**src/sys_pkg.sv**
```systemverilog
package sys_pkg;

   // timer bank
   localparam int num_timers  = 8;                    // also width of irq status byte
   localparam int timer_w     = 20;
   localparam int timer_idx_w = $clog2(num_timers);

   // register offsets inside the 0x93xx window
   localparam logic [7:0] reg_cpu_speed    = 8'h00;
   localparam logic [7:0] reg_timer_index  = 8'h01;
   localparam logic [7:0] reg_ticks_lo     = 8'h02;
   localparam logic [7:0] reg_ticks_mid    = 8'h03;
   localparam logic [7:0] reg_ticks_hi     = 8'h04;
   localparam logic [7:0] reg_timer_load   = 8'h05;
   localparam logic [7:0] reg_timer_enable = 8'h06;
   localparam logic [7:0] reg_irq          = 8'h07;  // read status, write ack
   localparam logic [7:0] reg_uart_status  = 8'h08;
   localparam logic [7:0] reg_uart_data    = 8'h09;

   // cpu throttle
   // code n gives one enable every 2**n cycles, codes above 4 saturate at 32
   localparam int speed_w    = 3;
   localparam int throttle_w = 5;

   // uart bit timing
   localparam int uart_clks_per_bit = 16;             // small value for simulation
   localparam int uart_cnt_w        = $clog2(uart_clks_per_bit);

endpackage

```
**src/cpu_throttle.sv**
```systemverilog
`timescale 1ns/100ps

module cpu_throttle (
   input  logic                        sys_clk,
   input  logic                        reset_n,
   input  logic [sys_pkg::speed_w-1:0] speed,
   output logic                        clk_en
);

   logic [sys_pkg::throttle_w-1:0] div_cnt;
   logic [sys_pkg::throttle_w-1:0] phase;
   logic                           sel_phase;
   logic                           sel_phase_q;

   always_ff @(posedge sys_clk) begin
      if (!reset_n) begin
         div_cnt <= '0;
      end else begin
         div_cnt <= div_cnt + 1'b1;
      end
   end

   // inverted so each rate rises where its low bits wrap
   assign phase = ~div_cnt;

   always_comb begin
      if (speed == '0) begin
         sel_phase = 1'b1;
      end else if (speed >= sys_pkg::speed_w'(sys_pkg::throttle_w)) begin
         sel_phase = phase[sys_pkg::throttle_w-1];    // slowest rate
      end else begin
         sel_phase = phase[speed - 1'b1];
      end
   end

   always_ff @(posedge sys_clk) begin
      if (!reset_n) begin
         sel_phase_q <= 1'b0;
         clk_en      <= 1'b1;
      end else begin
         sel_phase_q <= sel_phase;
         clk_en      <= (speed == '0) | (sel_phase & ~sel_phase_q);
      end
   end

endmodule

```
**src/sys_periph.sv**
```systemverilog
`timescale 1ns/100ps

module sys_periph (
   input  logic       sys_clk,
   input  logic       reset_n,
   input  logic       bus_sel,
   input  logic       bus_wr_en,
   input  logic       bus_rd_req,
   input  logic [7:0] bus_addr,
   input  logic [7:0] bus_wr_data,
   output logic [7:0] bus_rd_data,
   output logic       bus_ready,
   input  logic       uart_rx,
   output logic       uart_tx,
   output logic       cpu_clk_en,
   output logic       irq_n
);

   logic [sys_pkg::speed_w-1:0]    cpu_speed;
   logic [sys_pkg::num_timers-1:0] timer_enable;
   logic [sys_pkg::num_timers-1:0] timer_load;
   logic [sys_pkg::num_timers-1:0] timer_ack;
   logic [sys_pkg::num_timers-1:0] timer_irq;
   logic [sys_pkg::timer_w-1:0]    timer_ticks [sys_pkg::num_timers];
   logic [sys_pkg::timer_w-1:0]    timer_value [sys_pkg::num_timers];
   logic [7:0]                     tx_data;
   logic                           tx_start;
   logic                           tx_busy;
   logic                           rx_pop;
   logic [7:0]                     rx_data;
   logic                           rx_avail;
   logic                           rx_wait;

   sys_regs regs0 (
      .sys_clk      (sys_clk),
      .reset_n      (reset_n),
      .bus_sel      (bus_sel),
      .bus_wr_en    (bus_wr_en),
      .bus_rd_req   (bus_rd_req),
      .bus_addr     (bus_addr),
      .bus_wr_data  (bus_wr_data),
      .bus_rd_data  (bus_rd_data),
      .bus_ready    (bus_ready),
      .cpu_speed    (cpu_speed),
      .timer_enable (timer_enable),
      .timer_load   (timer_load),
      .timer_ack    (timer_ack),
      .timer_ticks  (timer_ticks),
      .timer_value  (timer_value),
      .timer_irq    (timer_irq),
      .tx_data      (tx_data),
      .tx_start     (tx_start),
      .tx_busy      (tx_busy),
      .rx_pop       (rx_pop),
      .rx_data      (rx_data),
      .rx_avail     (rx_avail),
      .rx_wait      (rx_wait)
   );

   for (genvar i = 0; i < sys_pkg::num_timers; i++) begin : gen_timers
      sys_timer timer0 (
         .sys_clk   (sys_clk),
         .reset_n   (reset_n),
         .enable    (timer_enable[i]),
         .load      (timer_load[i]),
         .ack       (timer_ack[i]),
         .max_ticks (timer_ticks[i]),
         .value     (timer_value[i]),
         .irq       (timer_irq[i])
      );
   end

   cpu_throttle throttle0 (
      .sys_clk (sys_clk),
      .reset_n (reset_n),
      .speed   (cpu_speed),
      .clk_en  (cpu_clk_en)
   );

   uart uart0 (
      .sys_clk  (sys_clk),
      .reset_n  (reset_n),
      .rx       (uart_rx),
      .tx       (uart_tx),
      .tx_data  (tx_data),
      .tx_start (tx_start),
      .tx_busy  (tx_busy),
      .rx_data  (rx_data),
      .rx_avail (rx_avail),
      .rx_pop   (rx_pop),
      .rx_wait  (rx_wait)
   );

   assign irq_n = ~|timer_irq;   // any timer flag pulls irq low

endmodule

```
**src/sys_regs.sv**
```systemverilog
`timescale 1ns/100ps

module sys_regs (
   input  logic                               sys_clk,
   input  logic                               reset_n,
   input  logic                               bus_sel,
   input  logic                               bus_wr_en,
   input  logic                               bus_rd_req,
   input  logic [7:0]                         bus_addr,
   input  logic [7:0]                         bus_wr_data,
   output logic [7:0]                         bus_rd_data,
   output logic                               bus_ready,
   output logic [sys_pkg::speed_w-1:0]        cpu_speed,
   output logic [sys_pkg::num_timers-1:0]     timer_enable,
   output logic [sys_pkg::num_timers-1:0]     timer_load,
   output logic [sys_pkg::num_timers-1:0]     timer_ack,
   output logic [sys_pkg::timer_w-1:0]        timer_ticks [sys_pkg::num_timers],
   input  logic [sys_pkg::timer_w-1:0]        timer_value [sys_pkg::num_timers],
   input  logic [sys_pkg::num_timers-1:0]     timer_irq,
   output logic [7:0]                         tx_data,
   output logic                               tx_start,
   input  logic                               tx_busy,
   output logic                               rx_pop,
   input  logic [7:0]                         rx_data,
   input  logic                               rx_avail,
   input  logic                               rx_wait
);

   logic                            wr;
   logic [sys_pkg::timer_idx_w-1:0] timer_index;
   logic [sys_pkg::num_timers-1:0]  irq_rev;
   logic                            rd_req_q;
   logic                            rd_rise;
   logic                            rd_active;
   logic                            rd_settle;

   assign wr      = bus_sel & bus_wr_en;
   assign rd_rise = bus_sel & bus_rd_req & ~rd_req_q;

   // control registers
   always_ff @(posedge sys_clk) begin
      if (!reset_n) begin
         cpu_speed    <= '0;
         timer_index  <= '0;
         timer_enable <= '0;
         for (int i = 0; i < sys_pkg::num_timers; i++) begin
            timer_ticks[i] <= '0;
         end
      end else if (wr) begin
         case (bus_addr)
            sys_pkg::reg_cpu_speed:    cpu_speed <= bus_wr_data[sys_pkg::speed_w-1:0];
            sys_pkg::reg_timer_index:  timer_index <= bus_wr_data[sys_pkg::timer_idx_w-1:0];
            sys_pkg::reg_ticks_lo:     timer_ticks[timer_index][7:0] <= bus_wr_data;
            sys_pkg::reg_ticks_mid:    timer_ticks[timer_index][15:8] <= bus_wr_data;
            sys_pkg::reg_ticks_hi:
               timer_ticks[timer_index][sys_pkg::timer_w-1:16] <=
                  bus_wr_data[sys_pkg::timer_w-17:0];
            sys_pkg::reg_timer_enable: timer_enable[timer_index] <= bus_wr_data[0];
            default: ;
         endcase
      end
   end

   // strobes go out on the write cycle itself
   always_comb begin
      timer_load = '0;
      timer_ack  = '0;
      if (wr && bus_addr == sys_pkg::reg_timer_load) begin
         timer_load[timer_index] = 1'b1;
      end
      if (wr && bus_addr == sys_pkg::reg_irq) begin
         timer_ack[timer_index] = 1'b1;
      end
   end

   assign tx_data  = bus_wr_data;
   assign tx_start = wr && bus_addr == sys_pkg::reg_uart_data && !tx_busy;  // drop if busy

   // timer 0 ends up in bit 7, handy for bit tests on the cpu
   always_comb begin
      for (int i = 0; i < sys_pkg::num_timers; i++) begin
         irq_rev[i] = timer_irq[sys_pkg::num_timers-1-i];
      end
   end

   always_ff @(posedge sys_clk) begin
      if (bus_sel) begin
         case (bus_addr)
            sys_pkg::reg_cpu_speed:    bus_rd_data <= 8'(cpu_speed);
            sys_pkg::reg_timer_index:  bus_rd_data <= 8'(timer_index);
            sys_pkg::reg_ticks_lo:     bus_rd_data <= timer_value[timer_index][7:0];
            sys_pkg::reg_ticks_mid:    bus_rd_data <= timer_value[timer_index][15:8];
            sys_pkg::reg_ticks_hi:
               bus_rd_data <= 8'(timer_value[timer_index][sys_pkg::timer_w-1:16]);
            sys_pkg::reg_timer_enable: bus_rd_data <= 8'(timer_enable[timer_index]);
            sys_pkg::reg_irq:          bus_rd_data <= irq_rev;
            sys_pkg::reg_uart_status:  bus_rd_data <= {6'b0, tx_busy, rx_avail};
            sys_pkg::reg_uart_data:    bus_rd_data <= rx_data;
            default:                   bus_rd_data <= 8'h00;
         endcase
      end
   end

   // read handshake, ready low at least two cycles
   always_ff @(posedge sys_clk) begin
      if (!reset_n) begin
         rd_req_q  <= 1'b0;
         rd_active <= 1'b0;
         rd_settle <= 1'b0;
         rx_pop    <= 1'b0;
      end else begin
         rd_req_q <= bus_rd_req;
         rx_pop   <= rd_rise && bus_addr == sys_pkg::reg_uart_data;
         if (rd_rise) begin
            rd_active <= 1'b1;
            rd_settle <= 1'b1;
         end else if (rd_active) begin
            rd_settle <= 1'b0;
            if (!rd_settle && !rx_pop && !rx_wait) begin
               rd_active <= 1'b0;   // pop done
            end
         end
      end
   end

   assign bus_ready = ~rd_active;

   // cpu never writes and reads at once
   a_no_wr_rd: assert property (@(posedge sys_clk) disable iff (!reset_n)
      bus_sel |-> !(bus_wr_en && bus_rd_req));

endmodule

```
**src/sys_timer.sv**
```systemverilog
`timescale 1ns/100ps

module sys_timer (
   input  logic                        sys_clk,
   input  logic                        reset_n,
   input  logic                        enable,
   input  logic                        load,
   input  logic                        ack,
   input  logic [sys_pkg::timer_w-1:0] max_ticks,
   output logic [sys_pkg::timer_w-1:0] value,
   output logic                        irq
);

   logic terminal;

   assign terminal = enable && !load && value == max_ticks;

   always_ff @(posedge sys_clk) begin
      if (!reset_n) begin
         value <= '0;
      end else if (load) begin
         value <= '0;
      end else if (enable) begin
         if (terminal) begin
            value <= '0;               // wrap on terminal count
         end else begin
            value <= value + 1'b1;
         end
      end
   end

   // sticky flag, new terminal count beats ack
   always_ff @(posedge sys_clk) begin
      if (!reset_n) begin
         irq <= 1'b0;
      end else if (terminal) begin
         irq <= 1'b1;
      end else if (ack) begin
         irq <= 1'b0;
      end
   end

   a_irq_needs_enable: assert property (@(posedge sys_clk) disable iff (!reset_n)
      $rose(irq) |-> $past(enable));

endmodule

```
**src/uart.sv**
```systemverilog
`timescale 1ns/100ps

module uart (
   input  logic       sys_clk,
   input  logic       reset_n,
   input  logic       rx,
   output logic       tx,
   input  logic [7:0] tx_data,
   input  logic       tx_start,
   output logic       tx_busy,
   output logic [7:0] rx_data,
   output logic       rx_avail,
   input  logic       rx_pop,
   output logic       rx_wait
);

   localparam int cw = sys_pkg::uart_cnt_w;

   logic [cw-1:0] tx_clk_cnt;
   logic [3:0]    tx_bit_cnt;
   logic [8:0]    tx_shift;
   logic [1:0]    rx_sync;
   logic          rx_s;
   logic          rx_busy;
   logic [cw-1:0] rx_clk_cnt;
   logic [3:0]    rx_bit_cnt;
   logic [7:0]    rx_shift;

   // transmitter, start bit goes out on the clock after tx_start
   always_ff @(posedge sys_clk) begin
      if (!reset_n) begin
         tx         <= 1'b1;
         tx_busy    <= 1'b0;
         tx_clk_cnt <= '0;
         tx_bit_cnt <= '0;
      end else if (tx_start) begin
         tx         <= 1'b0;
         tx_busy    <= 1'b1;
         tx_clk_cnt <= '0;
         tx_bit_cnt <= '0;
      end else if (tx_busy) begin
         tx_clk_cnt <= tx_clk_cnt + 1'b1;
         if (tx_clk_cnt == cw'(sys_pkg::uart_clks_per_bit - 1)) begin
            tx_clk_cnt <= '0;
            if (tx_bit_cnt == 4'd9) begin
               tx_busy <= 1'b0;               // stop bit done
            end else begin
               tx         <= tx_shift[0];
               tx_bit_cnt <= tx_bit_cnt + 1'b1;
            end
         end
      end
   end

   always_ff @(posedge sys_clk) begin
      if (tx_start) begin
         tx_shift <= {1'b1, tx_data};      // stop bit behind the data
      end else if (tx_busy && tx_clk_cnt == cw'(sys_pkg::uart_clks_per_bit - 1)) begin
         tx_shift <= {1'b1, tx_shift[8:1]};
      end
   end

   assign rx_s = rx_sync[1];

   // receiver, counter preloaded to half a bit so samples land mid-bit
   always_ff @(posedge sys_clk) begin
      if (!reset_n) begin
         rx_sync    <= 2'b11;
         rx_busy    <= 1'b0;
         rx_clk_cnt <= '0;
         rx_bit_cnt <= '0;
         rx_avail   <= 1'b0;
         rx_wait    <= 1'b0;
      end else begin
         rx_sync <= {rx_sync[0], rx};
         rx_wait <= rx_pop;
         if (rx_pop) begin
            rx_avail <= 1'b0;
         end
         if (!rx_busy) begin
            if (!rx_s) begin
               rx_busy    <= 1'b1;
               rx_clk_cnt <= cw'(sys_pkg::uart_clks_per_bit / 2);
               rx_bit_cnt <= '0;
            end
         end else begin
            rx_clk_cnt <= rx_clk_cnt + 1'b1;
            if (rx_clk_cnt == cw'(sys_pkg::uart_clks_per_bit - 1)) begin
               rx_clk_cnt <= '0;
               rx_bit_cnt <= rx_bit_cnt + 1'b1;
               if (rx_bit_cnt == 4'd0 && rx_s) begin
                  rx_busy <= 1'b0;            // glitch, not a start bit
               end else if (rx_bit_cnt == 4'd9) begin
                  rx_busy <= 1'b0;
                  if (rx_s) begin
                     rx_data  <= rx_shift;    // overwrites an unread byte
                     rx_avail <= 1'b1;
                  end
               end
            end
         end
      end
   end

   always_ff @(posedge sys_clk) begin
      if (rx_busy && rx_clk_cnt == cw'(sys_pkg::uart_clks_per_bit - 1) &&
          rx_bit_cnt != 4'd0 && rx_bit_cnt != 4'd9) begin
         rx_shift <= {rx_s, rx_shift[7:1]};   // lsb first
      end
   end

   a_no_start_busy: assert property (@(posedge sys_clk) disable iff (!reset_n)
      tx_start |-> !tx_busy);

endmodule

```
**config.mk**
```make
export PLATFORM = sky130hd
export DESIGN_NAME = sys_periph
export DESIGN_NICKNAME = d
export VERILOG_FILES = /design/src/sys_pkg.sv /design/src/cpu_throttle.sv /design/src/sys_periph.sv /design/src/sys_regs.sv /design/src/sys_timer.sv /design/src/uart.sv
export SDC_FILE = /design/constraint.sdc
export NUM_CORES = 1
export LEC_CHECK = 0
export CELL_PAD_IN_SITES_DETAIL_PLACEMENT = 1
export CELL_PAD_IN_SITES_GLOBAL_PLACEMENT = 1
export CORE_ASPECT_RATIO = 1.75
export CORE_MARGIN = 2
export CORE_UTILIZATION = 45
export DETAILED_ROUTE_END_ITERATION = 6
export DONT_BUFFER_PORTS = 1
export PLACE_DENSITY_LB_ADDON = 0.1
export SLEW_MARGIN = 10
export SYNTH_ARGS = -nofsm -noshare
export SYNTH_HDL_FRONTEND = slang
export SYNTH_SLANG_ARGS = --single-unit
```
**constraint.sdc**
```tcl
create_clock -name sys_clk -period 4.2 [get_ports sys_clk]
set_clock_uncertainty 0.1 [all_clocks]
set_input_delay 0.84 -clock sys_clk [delete_from_list [all_inputs] [get_ports sys_clk]]
set_output_delay 0.84 -clock sys_clk [all_outputs]
set_load 0.01 [all_outputs]
```
==> results of run 1 <==
registers in the layout (all words and copies together), names as in the netlist, 5 cells and up:
| register | cells |
|---|---|
| gen_timers.timer0.irq | 8 |
| uart0.rx_data | 8 |
| gen_timers.timer0.value | 160 |
| regs0.timer_ticks | 160 |
| regs0.bus_rd_data | 8 |
| regs0.timer_enable | 8 |
| uart0.tx_shift | 8 |
| throttle0.div_cnt | 5 |
| uart0.rx_shift | 8 |
path summary, 6_finish.rpt:
kind | from | endpoint | depth (start not counted)
min | reset_n | uart0.tx | 1
min reg2reg | uart0.rx_sync[0] | uart0.rx_sync[1] | 1
max reg2reg | regs0.timer_index[1] | regs0.bus_rd_data[4] | 8
max | regs0.timer_index[1] | regs0.bus_rd_data[4] | 8
cells in the mapped netlist, drive strengths merged (3+ instances only):
master	instances
inv	18
o2bb2ai	3
and4	19
mux4	13
a22o	6
nor2b	7
nand4	78
nand2b	6
nand3	105
or2	17
xnor2	165
a221oi	14
and2	7
nor4	19
a21oi	194
edfxtp	32
a211oi	5
o21a	10
mux2	21
a31o	3
and3b	4
a22oi	20
o21ai	32
nor2	246
nor3	25
ha	19
a31oi	8
a222oi	4
or3	3
nor3b	8
nand2	398
o211ai	8
clkbuf	124
dfxtp	376
mux2i	30
buf	40
a32oi	4
and3	32
xor2	154
or4	9
o31ai	3
layout by cell type, fill, tap and decap left out, drive strengths merged, types with 9 or more instances in the layout:
cell | netlist | routed
mux2 | 21 | 21
nor4 | 19 | 19
clkbuf | 124 | 53
a21oi | 194 | 194
ha | 19 | 19
and3 | 32 | 32
buf | 40 | 27
or4 | 9 | 9
xor2 | 154 | 154
xnor2 | 165 | 165
nand3 | 105 | 105
a221oi | 14 | 14
mux4 | 13 | 13
clkinv | 0 | 12
inv | 18 | 18
or2 | 17 | 17
nor3 | 25 | 25
a22oi | 20 | 20
nor2 | 246 | 246
dfxtp | 376 | 376
nand4 | 78 | 78
mux2i | 30 | 30
nand2 | 398 | 398
edfxtp | 32 | 32
and4 | 19 | 19
o21ai | 32 | 32
o21a | 10 | 10
final cells by class:
class | count | area share (%)
multi-input cells | 1722 | 49.3
flip-flops and latches | 408 | 40.1
clock buffers | 53 | 5.11
well taps | 566 | 3.35
repair buffers | 27 | 1.08
clock inverters | 15 | 0.651
inverters | 18 | 0.343
metrics by stage:
stage	hold WS, ns	power, µW	cell area [µm²]
floorplan	0.286	4120	19700
global placement	0.307	4120	19900
detailed placement	0.310	4130	19900
CTS	0.242	7630	21200
global route	0.263	7780	21200
finish	0.258	7570	21200
routing by layer:
metal | part of all wire, % | global-route usage (%) | up-vias
li1 | - | - | 7690
met1 | 38 | 33.7 | 8331
met2 | 53 | 57.0 | 407
met3 | 3.7 | 3.05 | 158
met4 | 5.0 | 14.0 | 0
met5 | 0 | 0 | -
kinds of logic after synthesis:
| kind of cell | Yosys count |
|---|---|
| AOI/OAI and AO/OA | 331 |
| xor gates and xnor gates | 319 |
| adders and majority gates | 19 |
| buffers and inverters | 182 |
| DFF | 408 |
| muxes | 64 |
| and+or+nand+nor | 989 |
power breakdown:
part / total (µW) / switching, µW / internal [µW]
Clock: 3530 / 1550 / 1980
Combinational: 105 / 79.1 / 25.9
Sequential: 3930 / 11.1 / 3920
==> results.py, run 1 <==
metrics = {
    "outcome": {
        "status": "finished clean",
    },
    "route": {
        "first_pass_iters": 5,
        "vias": 16600,
        "wl_per_cell_um": 24.5,
        "viasPerCell": 5.90,
        "drc_errors": 0,
        "routed_wirelength_mm": 68.9,
        "ant_nets": 0,
        "first_iter_violations": 1034,
    },
    "clock_tree": {
        "cts_hold_buf": 0,
        "cts_resized": 0,
        "worstSkewPairLatency_ns": 0.56,
        "clock_sinks": 408,
        "numCtsBuffers": 41,
        "ctsRootBufferMaster": "clkbuf_16",
        "cts.clk_slew.worst_paths_ns": 0.06,
        "clock_path_buffers": 3,
        "htree_levels": 2,
        "postCtsSetupRepairBufs": 0,
        "cts_tree": "done",
    },
    "die": {
        "dieHeight_um": 281,
        "die_x_um": 162,
        "core-area_um2": 43200,
        "design.die.area_um2": 45400,
        "rows": 101,
        "pin_count": 34,
        "start_util_pct": 45.5,
    },
    "worst_setup_path": {
        "path_max_fanout": 30,
        "cp_data_required_time_ns": 4.37,
        "start_kind": "flop",
        "cp_slowest_stage_delay_ns": 0.87,
        "crit_chain": "buf_12 -> buf_4 -> nor3b_1 -> buf_4 -> a22o_1 -> a221oi_1 -> a31o_1 -> o211ai_1",
        "crit_family": "compound AO/OA/AOI/OAI gates",
        "arrival_ns": 3.25,
        "r2r_slack_ns": 1.12,
        "crit_path_frequent_cell": "buf_4",
        "path_buf_inv": 3,
        "critPathSlowestCell": "dfxtp_2",
        "crit_path_end_kind": "flop",
        "path_class": "reg -> reg",
    },
    "sta": {
        "maxSlewViolCount": 0,
        "tns_ns": 0,
        "hold_viol_final": 0,
        "setup_ws_ns": 1.12,
        "setup_viol": 0,
        "rsz0062_at_grt": "false",
        "worst_pin_slew_ns": 0.835,
        "min_period_over_period_pct": 73.4,
        "fmax_ghz": 0.324,
        "slew_headroom_pct": 43.8,
        "min_period_ns": 3.08,
    },
    "hold_path": {
        "hold_path.class": "in -> reg",
    },
    "placement": {
        "gp_congestion": 0.975,
        "hpwl_mm": 49.5,
        "dp_slack_ns": 0.984,
        "dpl.cell_count": 2741,
        "io_buffer_count": 0,
    },
    "global_route": {
        "grt_first_pass_wirelength_mm": 105,
        "grt_pass1_vias": 17000,
        "grtUsageTotal_pct": 30.2,
        "antenna_found_initial": 0,
        "grt_max_degree": 76,
        "grt_overflow_total": 0,
    },
    "yosys": {
        "synth_area_um2": 19700,
        "async_flop_share_pct": 0,
        "synth_xor_area_share_pct": 14.2,
        "ys_top_cells_by_area": "dfxtp_1 (38%), nand2_1 (7.6%), xnor2_1 (7.4%)",
        "yosys.area_share.simple_pct": 23.4,
        "synth_top_area_share_pct": 38.3,
        "ys_ff_latch": 408,
        "yosys.area_share.adder_pct": 1.21,
        "synthMuxAreaShare_pct": 4.22,
        "seq_area_frac_synth_pct": 43.2,
        "synth_top_family_by_area": "simple AND/OR/NAND/NOR gates",
        "synth-compound-area-share_pct": 10.1,
        "yosysTopAreaCell": "dfxtp_1",
        "synth_flop_cell": "dfxtp_1",
        "synth_cells": 2312,
        "synth_fp_nets": 2353,
        "yosysUniqueCellTypes": 72,
        "ys_warn_count": 0,
        "synth-edff-count": 32,
        "avgSynthCellArea_um2": 8.50,
    },
    "cells_and_area": {
        "nets": 2259,
        "syn2layout_area_growth_pct": 7.60,
        "utilization_pct": 48.9,
        "multi_input_area_um2": 10400,
        "fill_cells": 5170,
        "drive_gt1_share_pct": 6.42,
        "stdcell_count": 2809,
        "antenna_cells": 0,
        "regArea_um2": 8490,
    },
    "power": {
        "pwr_density_cell_nw_per_um2": 358,
        "vdd_ir_drop_max_mv": 0.337,
        "p_leak_uw": 0.00723,
    },
    "run": {
        "maxCapViolCount": 0,
    },
}
(Power assumes the default switching activity.)
==> run 2: changes to the inputs <==
==> constraint.sdc (replaced) <==
create_clock -name sys_clk -period 3.2 [get_ports sys_clk]
set_clock_uncertainty 0.1 [all_clocks]
set_input_delay 0.64 -clock sys_clk [delete_from_list [all_inputs] [get_ports sys_clk]]
set_output_delay 0.64 -clock sys_clk [all_outputs]
set_load 0.01 [all_outputs]
==> results.py, run 2 (synthesized netlist as in run 1, its figures left out) <==
metrics = {
    "worst_setup_path": {
        "cp_data_required_time_ns": 3.37,
        "start_kind": "flop",
        "path_class": "reg -> reg",
        "path_max_fanout": 25,
        "arrival_ns": 3.05,
        "crit_path_end_kind": "flop",
        "crit_path_start": "regs0.timer_index[2]",
        "regToRegStartpoint": "regs0.timer_index[2]",
    },
    "clock_tree": {
        "ctsRootBufferMaster": "clkbuf_16",
        "postCtsSetupRepairBufs": 0,
        "clock_sinks": 408,
        "clock_path_buffers": 3,
        "htree_levels": 2,
        "numCtsBuffers": 42,
        "cts.clk_slew.worst_paths_ns": 0.07,
        "cts_hold_buf": 0,
        "worstSkewPairLatency_ns": 0.56,
        "cts_resized": 0,
        "cts_tree": "done",
    },
    "power": {
        "vdd_ir_drop_max_mv": 0.425,
        "pwr_density_cell_nw_per_um2": 488,
        "p_leak_uw": 0.00738,
    },
    "global_route": {
        "grt_first_pass_wirelength_mm": 108,
        "grt_pass1_vias": 17600,
        "grtUsageTotal_pct": 31.5,
        "grt_max_degree": 54,
        "antenna_found_initial": 0,
        "grt_overflow_total": 0,
    },
    "route": {
        "wl_per_cell_um": 25.3,
        "vias": 16700,
        "first_iter_violations": 901,
        "ant_nets": 0,
        "first_pass_iters": 6,
        "routed_wirelength_mm": 71.5,
        "viasPerCell": 5.93,
        "drc_errors": 0,
    },
    "sta": {
        "rsz0062_at_grt": "false",
        "setup_ws_ns": 0.319,
        "slew_headroom_pct": 37.0,
        "min_period_ns": 2.88,
        "maxSlewViolCount": 0,
        "setup_viol": 0,
        "fmax_ghz": 0.347,
        "worst_pin_slew_ns": 0.943,
        "tns_ns": 0,
        "min_period_over_period_pct": 90.0,
        "hold_viol_final": 0,
    },
    "die": {
        "start_util_pct": 45.5,
        "dieHeight_um": 281,
        "pin_count": 34,
        "rows": 101,
        "die_x_um": 162,
        "design.die.area_um2": 45400,
        "core-area_um2": 43200,
    },
    "placement": {
        "dp_slack_ns": 0.400,
        "post_dp_cell_area_um2": 20000,
        "io_buffer_count": 0,
        "gp_congestion": 0.978,
        "hpwl_mm": 51.8,
        "dpl.cell_count": 2750,
    },
    "hold_path": {
        "hold_path.class": "in -> reg",
        "min_from": "reset_n",
    },
    "cells_and_area": {
        "antenna_cells": 0,
        "layout_common_cells": "nand2_1 (397), dfxtp_1 (374), nor2_1 (238), a21oi_1 (194), xnor2_1 (165)",
        "fill_cells": 5104,
        "post-route-cell-area_um2": 21400,
        "stdcell_count": 2822,
        "drive_gt1_share_pct": 7.58,
        "regArea_um2": 8490,
        "nets": 2269,
        "final_common_cell": "nand2_1",
        "multi_input_area_um2": 10400,
        "syn2layout_area_growth_pct": 9.02,
        "reg.largest.list": "gen_timers.timer0.value x160, regs0.timer_ticks x160",
    },
    "outcome": {
        "status": "finished clean",
    },
    "run": {
        "maxCapViolCount": 0,
    },
}
## run 2: cell count changes in the layout (fill, tap and decap cells not counted), sizes merged
| cell | before | now |
|---|---|---|
| clkinv | 12 | 5 |
| inv | 18 | 19 |
| clkinvlp | 0 | 1 |
| buf | 27 | 36 |
| clkbuf | 53 | 62 |
## run 2: critical path: stages (launching register included)
cell      delay, ns
dfxtp_1        0.94
buf_4          0.30
and3b_1        0.36
a22oi_1        0.25
nand3_1        0.14
a222oi_1       0.30
o21ai_0        0.19
## run 2: worst paths after layout
path,end,slack [ns],cells past startpoint
hold / removal,uart0.tx,0.05,1
setup reg to reg,regs0.bus_rd_data[6],0.32,6
hold reg to reg,uart0.rx_sync[1],0.31,1
setup / recovery,regs0.bus_rd_data[6],0.32,6
## run 2: routing by layer
metal / share of wire (%) / global-route usage (%) / up-vias
li1: - / - / 7714
met1: 37 / 33.9 / 8442
met2: 53 / 59.4 / 408
met3: 4.0 / 3.80 / 182
met4: 5.9 / 16.7 / 0
met5: 0 / 0 / -
## run 2: power by group
group          switching (µW)  leakage [µW]  internal [µW]  total [µW]
Clock                    2130      0.000700           3020        5150
Combinational             105       0.00335           37.8         143
Sequential               15.7       0.00333           5150        5160
## run 2: area by class of cell
type                            instances  area share (%)
Clock buffer                           62            6.01
Clock inverter                         10           0.607
Inverter                               18           0.339
Timing Repair Buffer                   36            1.44
Tap cell                              566            3.30
Multi-Input combinational cell       1722            48.7
Sequential cell                       408            39.6
## run 2: per-stage QoR
step	utilization [%]	total power [µW]	hold slack, ns
4_1_cts	49.6	10600	0.0297
3_3_place_gp	46.3	5420	0.293
6_report	49.6	10500	0.0537
5_1_grt	49.6	10700	0.0386
3_5_place_dp	46.3	5420	0.301
2_1_floorplan	-	5410	0.286
==> run 3: changes to the inputs <==
--- a/config.mk
+++ b/config.mk
@@ -10,6 +10,7 @@
 export CORE_ASPECT_RATIO = 1.75
 export CORE_MARGIN = 2
 export CORE_UTILIZATION = 45
+export CTS_BUF_LIST = sky130_fd_sc_hd__clkbuf_8
 export DETAILED_ROUTE_END_ITERATION = 6
 export DONT_BUFFER_PORTS = 1
 export PLACE_DENSITY_LB_ADDON = 0.1
==> results.py, run 3 (synthesized netlist as in run 1, its figures left out) <==
metrics = {
    "power": {
        "p_comb_share_pct": 1.5,
        "vdd_ir_drop_max_mv": 0.300,
        "power.net_switching_uw": 2330,
        "p_clk_share_pct": 46.7,
        "pwr_density_cell_nw_per_um2": 466,
        "switching_share_pct": 23.4,
        "p_leak_uw": 0.00746,
        "intPower_uw": 7640,
        "seqPwrFrac_pct": 51.8,
    },
    "clock_tree": {
        "clock_path_buffers": 3,
        "worstSkewPairLatency_ns": 0.64,
        "numCtsBuffers": 66,
        "postCtsSetupRepairBufs": 0,
        "clock_sinks": 408,
        "cts_tree": "done",
        "cts.clk_slew.worst_paths_ns": 0.07,
        "ctsRootBufferMaster": "clkbuf_8",
        "htree_levels": 3,
    },
    "global_route": {
        "grt_overflow_total": 0,
        "grt_max_degree": 54,
        "grtUsageTotal_pct": 31.9,
        "antenna_found_initial": 1,
        "grt_first_pass_wirelength_mm": 109,
        "grt_pass1_vias": 17800,
    },
    "die": {
        "pin_count": 34,
        "core-area_um2": 43200,
        "die_x_um": 162,
        "dieHeight_um": 281,
        "rows": 101,
        "start_util_pct": 45.5,
        "design.die.area_um2": 45400,
    },
    "cells_and_area": {
        "fill_cells": 5122,
        "final_common_cell": "nand2_1",
        "stdcell_count": 2872,
        "nets": 2297,
        "drive_gt1_share_pct": 8.72,
        "syn2layout_area_growth_pct": 8.82,
        "layout_common_cells": "nand2_1 (397), dfxtp_1 (374), nor2_1 (238), a21oi_1 (194), xnor2_1 (165)",
        "reg.largest.list": "gen_timers.timer0.value x160, regs0.timer_ticks x160",
    },
    "outcome": {
        "status": "finished clean",
    },
    "route": {
        "viasPerCell": 5.89,
        "vias": 16900,
        "first_iter_violations": 858,
        "drc_errors": 0,
        "routed_wirelength_mm": 71.9,
        "ant_nets": 0,
        "first_pass_iters": 6,
        "wl_per_cell_um": 25.0,
    },
    "sta": {
        "min_period_ns": 2.92,
        "worst_pin_slew_ns": 0.947,
        "tns_ns": 0,
        "min_period_over_period_pct": 91.2,
        "hold_viol_final": 0,
        "setup_ws_ns": 0.281,
        "fmax_ghz": 0.343,
        "setup_viol": 0,
        "rsz0062_at_grt": "false",
        "maxSlewViolCount": 0,
        "slew_headroom_pct": 36.8,
    },
    "placement": {
        "dpl.cell_count": 2750,
        "dp_slack_ns": 0.400,
        "hpwl_mm": 51.8,
        "gp_congestion": 0.978,
        "io_buffer_count": 0,
    },
    "worst_setup_path": {
        "cp_data_required_time_ns": 3.44,
        "arrival_ns": 3.16,
        "path_class": "reg -> reg",
        "r2r_slack_ns": 0.28,
        "start_kind": "flop",
        "path_max_fanout": 25,
        "crit_path_end_kind": "flop",
    },
    "hold_path": {
        "hold_path.class": "in -> reg",
    },
    "run": {
        "maxCapViolCount": 0,
    },
}
[run 3: cell count changes in the layout (fill, tap and decap cells not counted)]
cell	before	now
clkinv_1	1	2
clkinvlp_4	1	3
inv_6	2	1
bufinv_16	3	0
clkbuf_16	44	0
inv_1	17	37
clkbuf_1	6	0
dlygate4sd3_1	0	4
diode_2	0	1
clkbuf_8	12	88
[run 3: path summary, 6_finish.rpt]
kind | from | to | cells past startpoint
worst max-delay path | regs0.timer_index[2] | regs0.bus_rd_data[6] | 6
worst min register to register | uart0.rx_sync[0] | uart0.rx_sync[1] | 1
worst max register to register | regs0.timer_index[2] | regs0.bus_rd_data[6] | 6
worst min-delay path | bus_sel | regs0.bus_rd_data[3] | 0
[run 3: cell type report]
type	instances	area [µm²]	area share, %
Sequential cell	408	8490	39.7
Timing Repair Buffer	40	348	1.63
Antenna cell	1	2.50	0.0117
Inverter	18	72.6	0.339
Multi-Input combinational cell	1722	10400	48.8
Clock buffer	88	1210	5.66
Clock inverter	29	125	0.585
Tap cell	566	708	3.31
[run 3: timing repair]
item / 4_1_cts / 5_1_grt
gates resized for setup: 0 / 0
hold buffers: 4 / 0
hold endpoints to repair: 8 / 0
[run 3: layer usage]
metal  global-route usage, %  vias up  part of all wire, %
met2                    59.1      447                   53
met5                       0        -                    0
met3                    4.85      195                  4.1
li1                        -     7786                    -
met1                    34.1     8491                   38
met4                    17.7        0                  5.8
[run 3: critical path, cell delays in order, from the launching register on]
cell and delay (ns):
dfxtp_1 0.94, buf_4 0.30, and3b_1 0.36, a22oi_1 0.28
nand3_1 0.15, a222oi_1 0.31, o21ai_0 0.19
[run 3: per-stage QoR]
step                      area (µm²)  util (%)  total power (µW)  hold slack [ns]
after floorplan                19700         -              5410            0.286
after global placement         20000      46.3              5420            0.293
after detailed placement       20000      46.3              5420            0.301
after CTS                      21400      49.5             10100          0.00304
after global routing           21400      49.5             10300           0.0193
final                          21400      49.5              9970           0.0326
[run 3: power groups by stage]
stage / combinational [µW] / clock [µW] / sequential, µW
after floorplan: 143 / 0 / 5270
final: 151 / 4660 / 5160
after CTS: 151 / 4750 / 5160
after global placement: 140 / 0 / 5280
after global routing: 164 / 4960 / 5160
after detailed placement: 144 / 0 / 5280
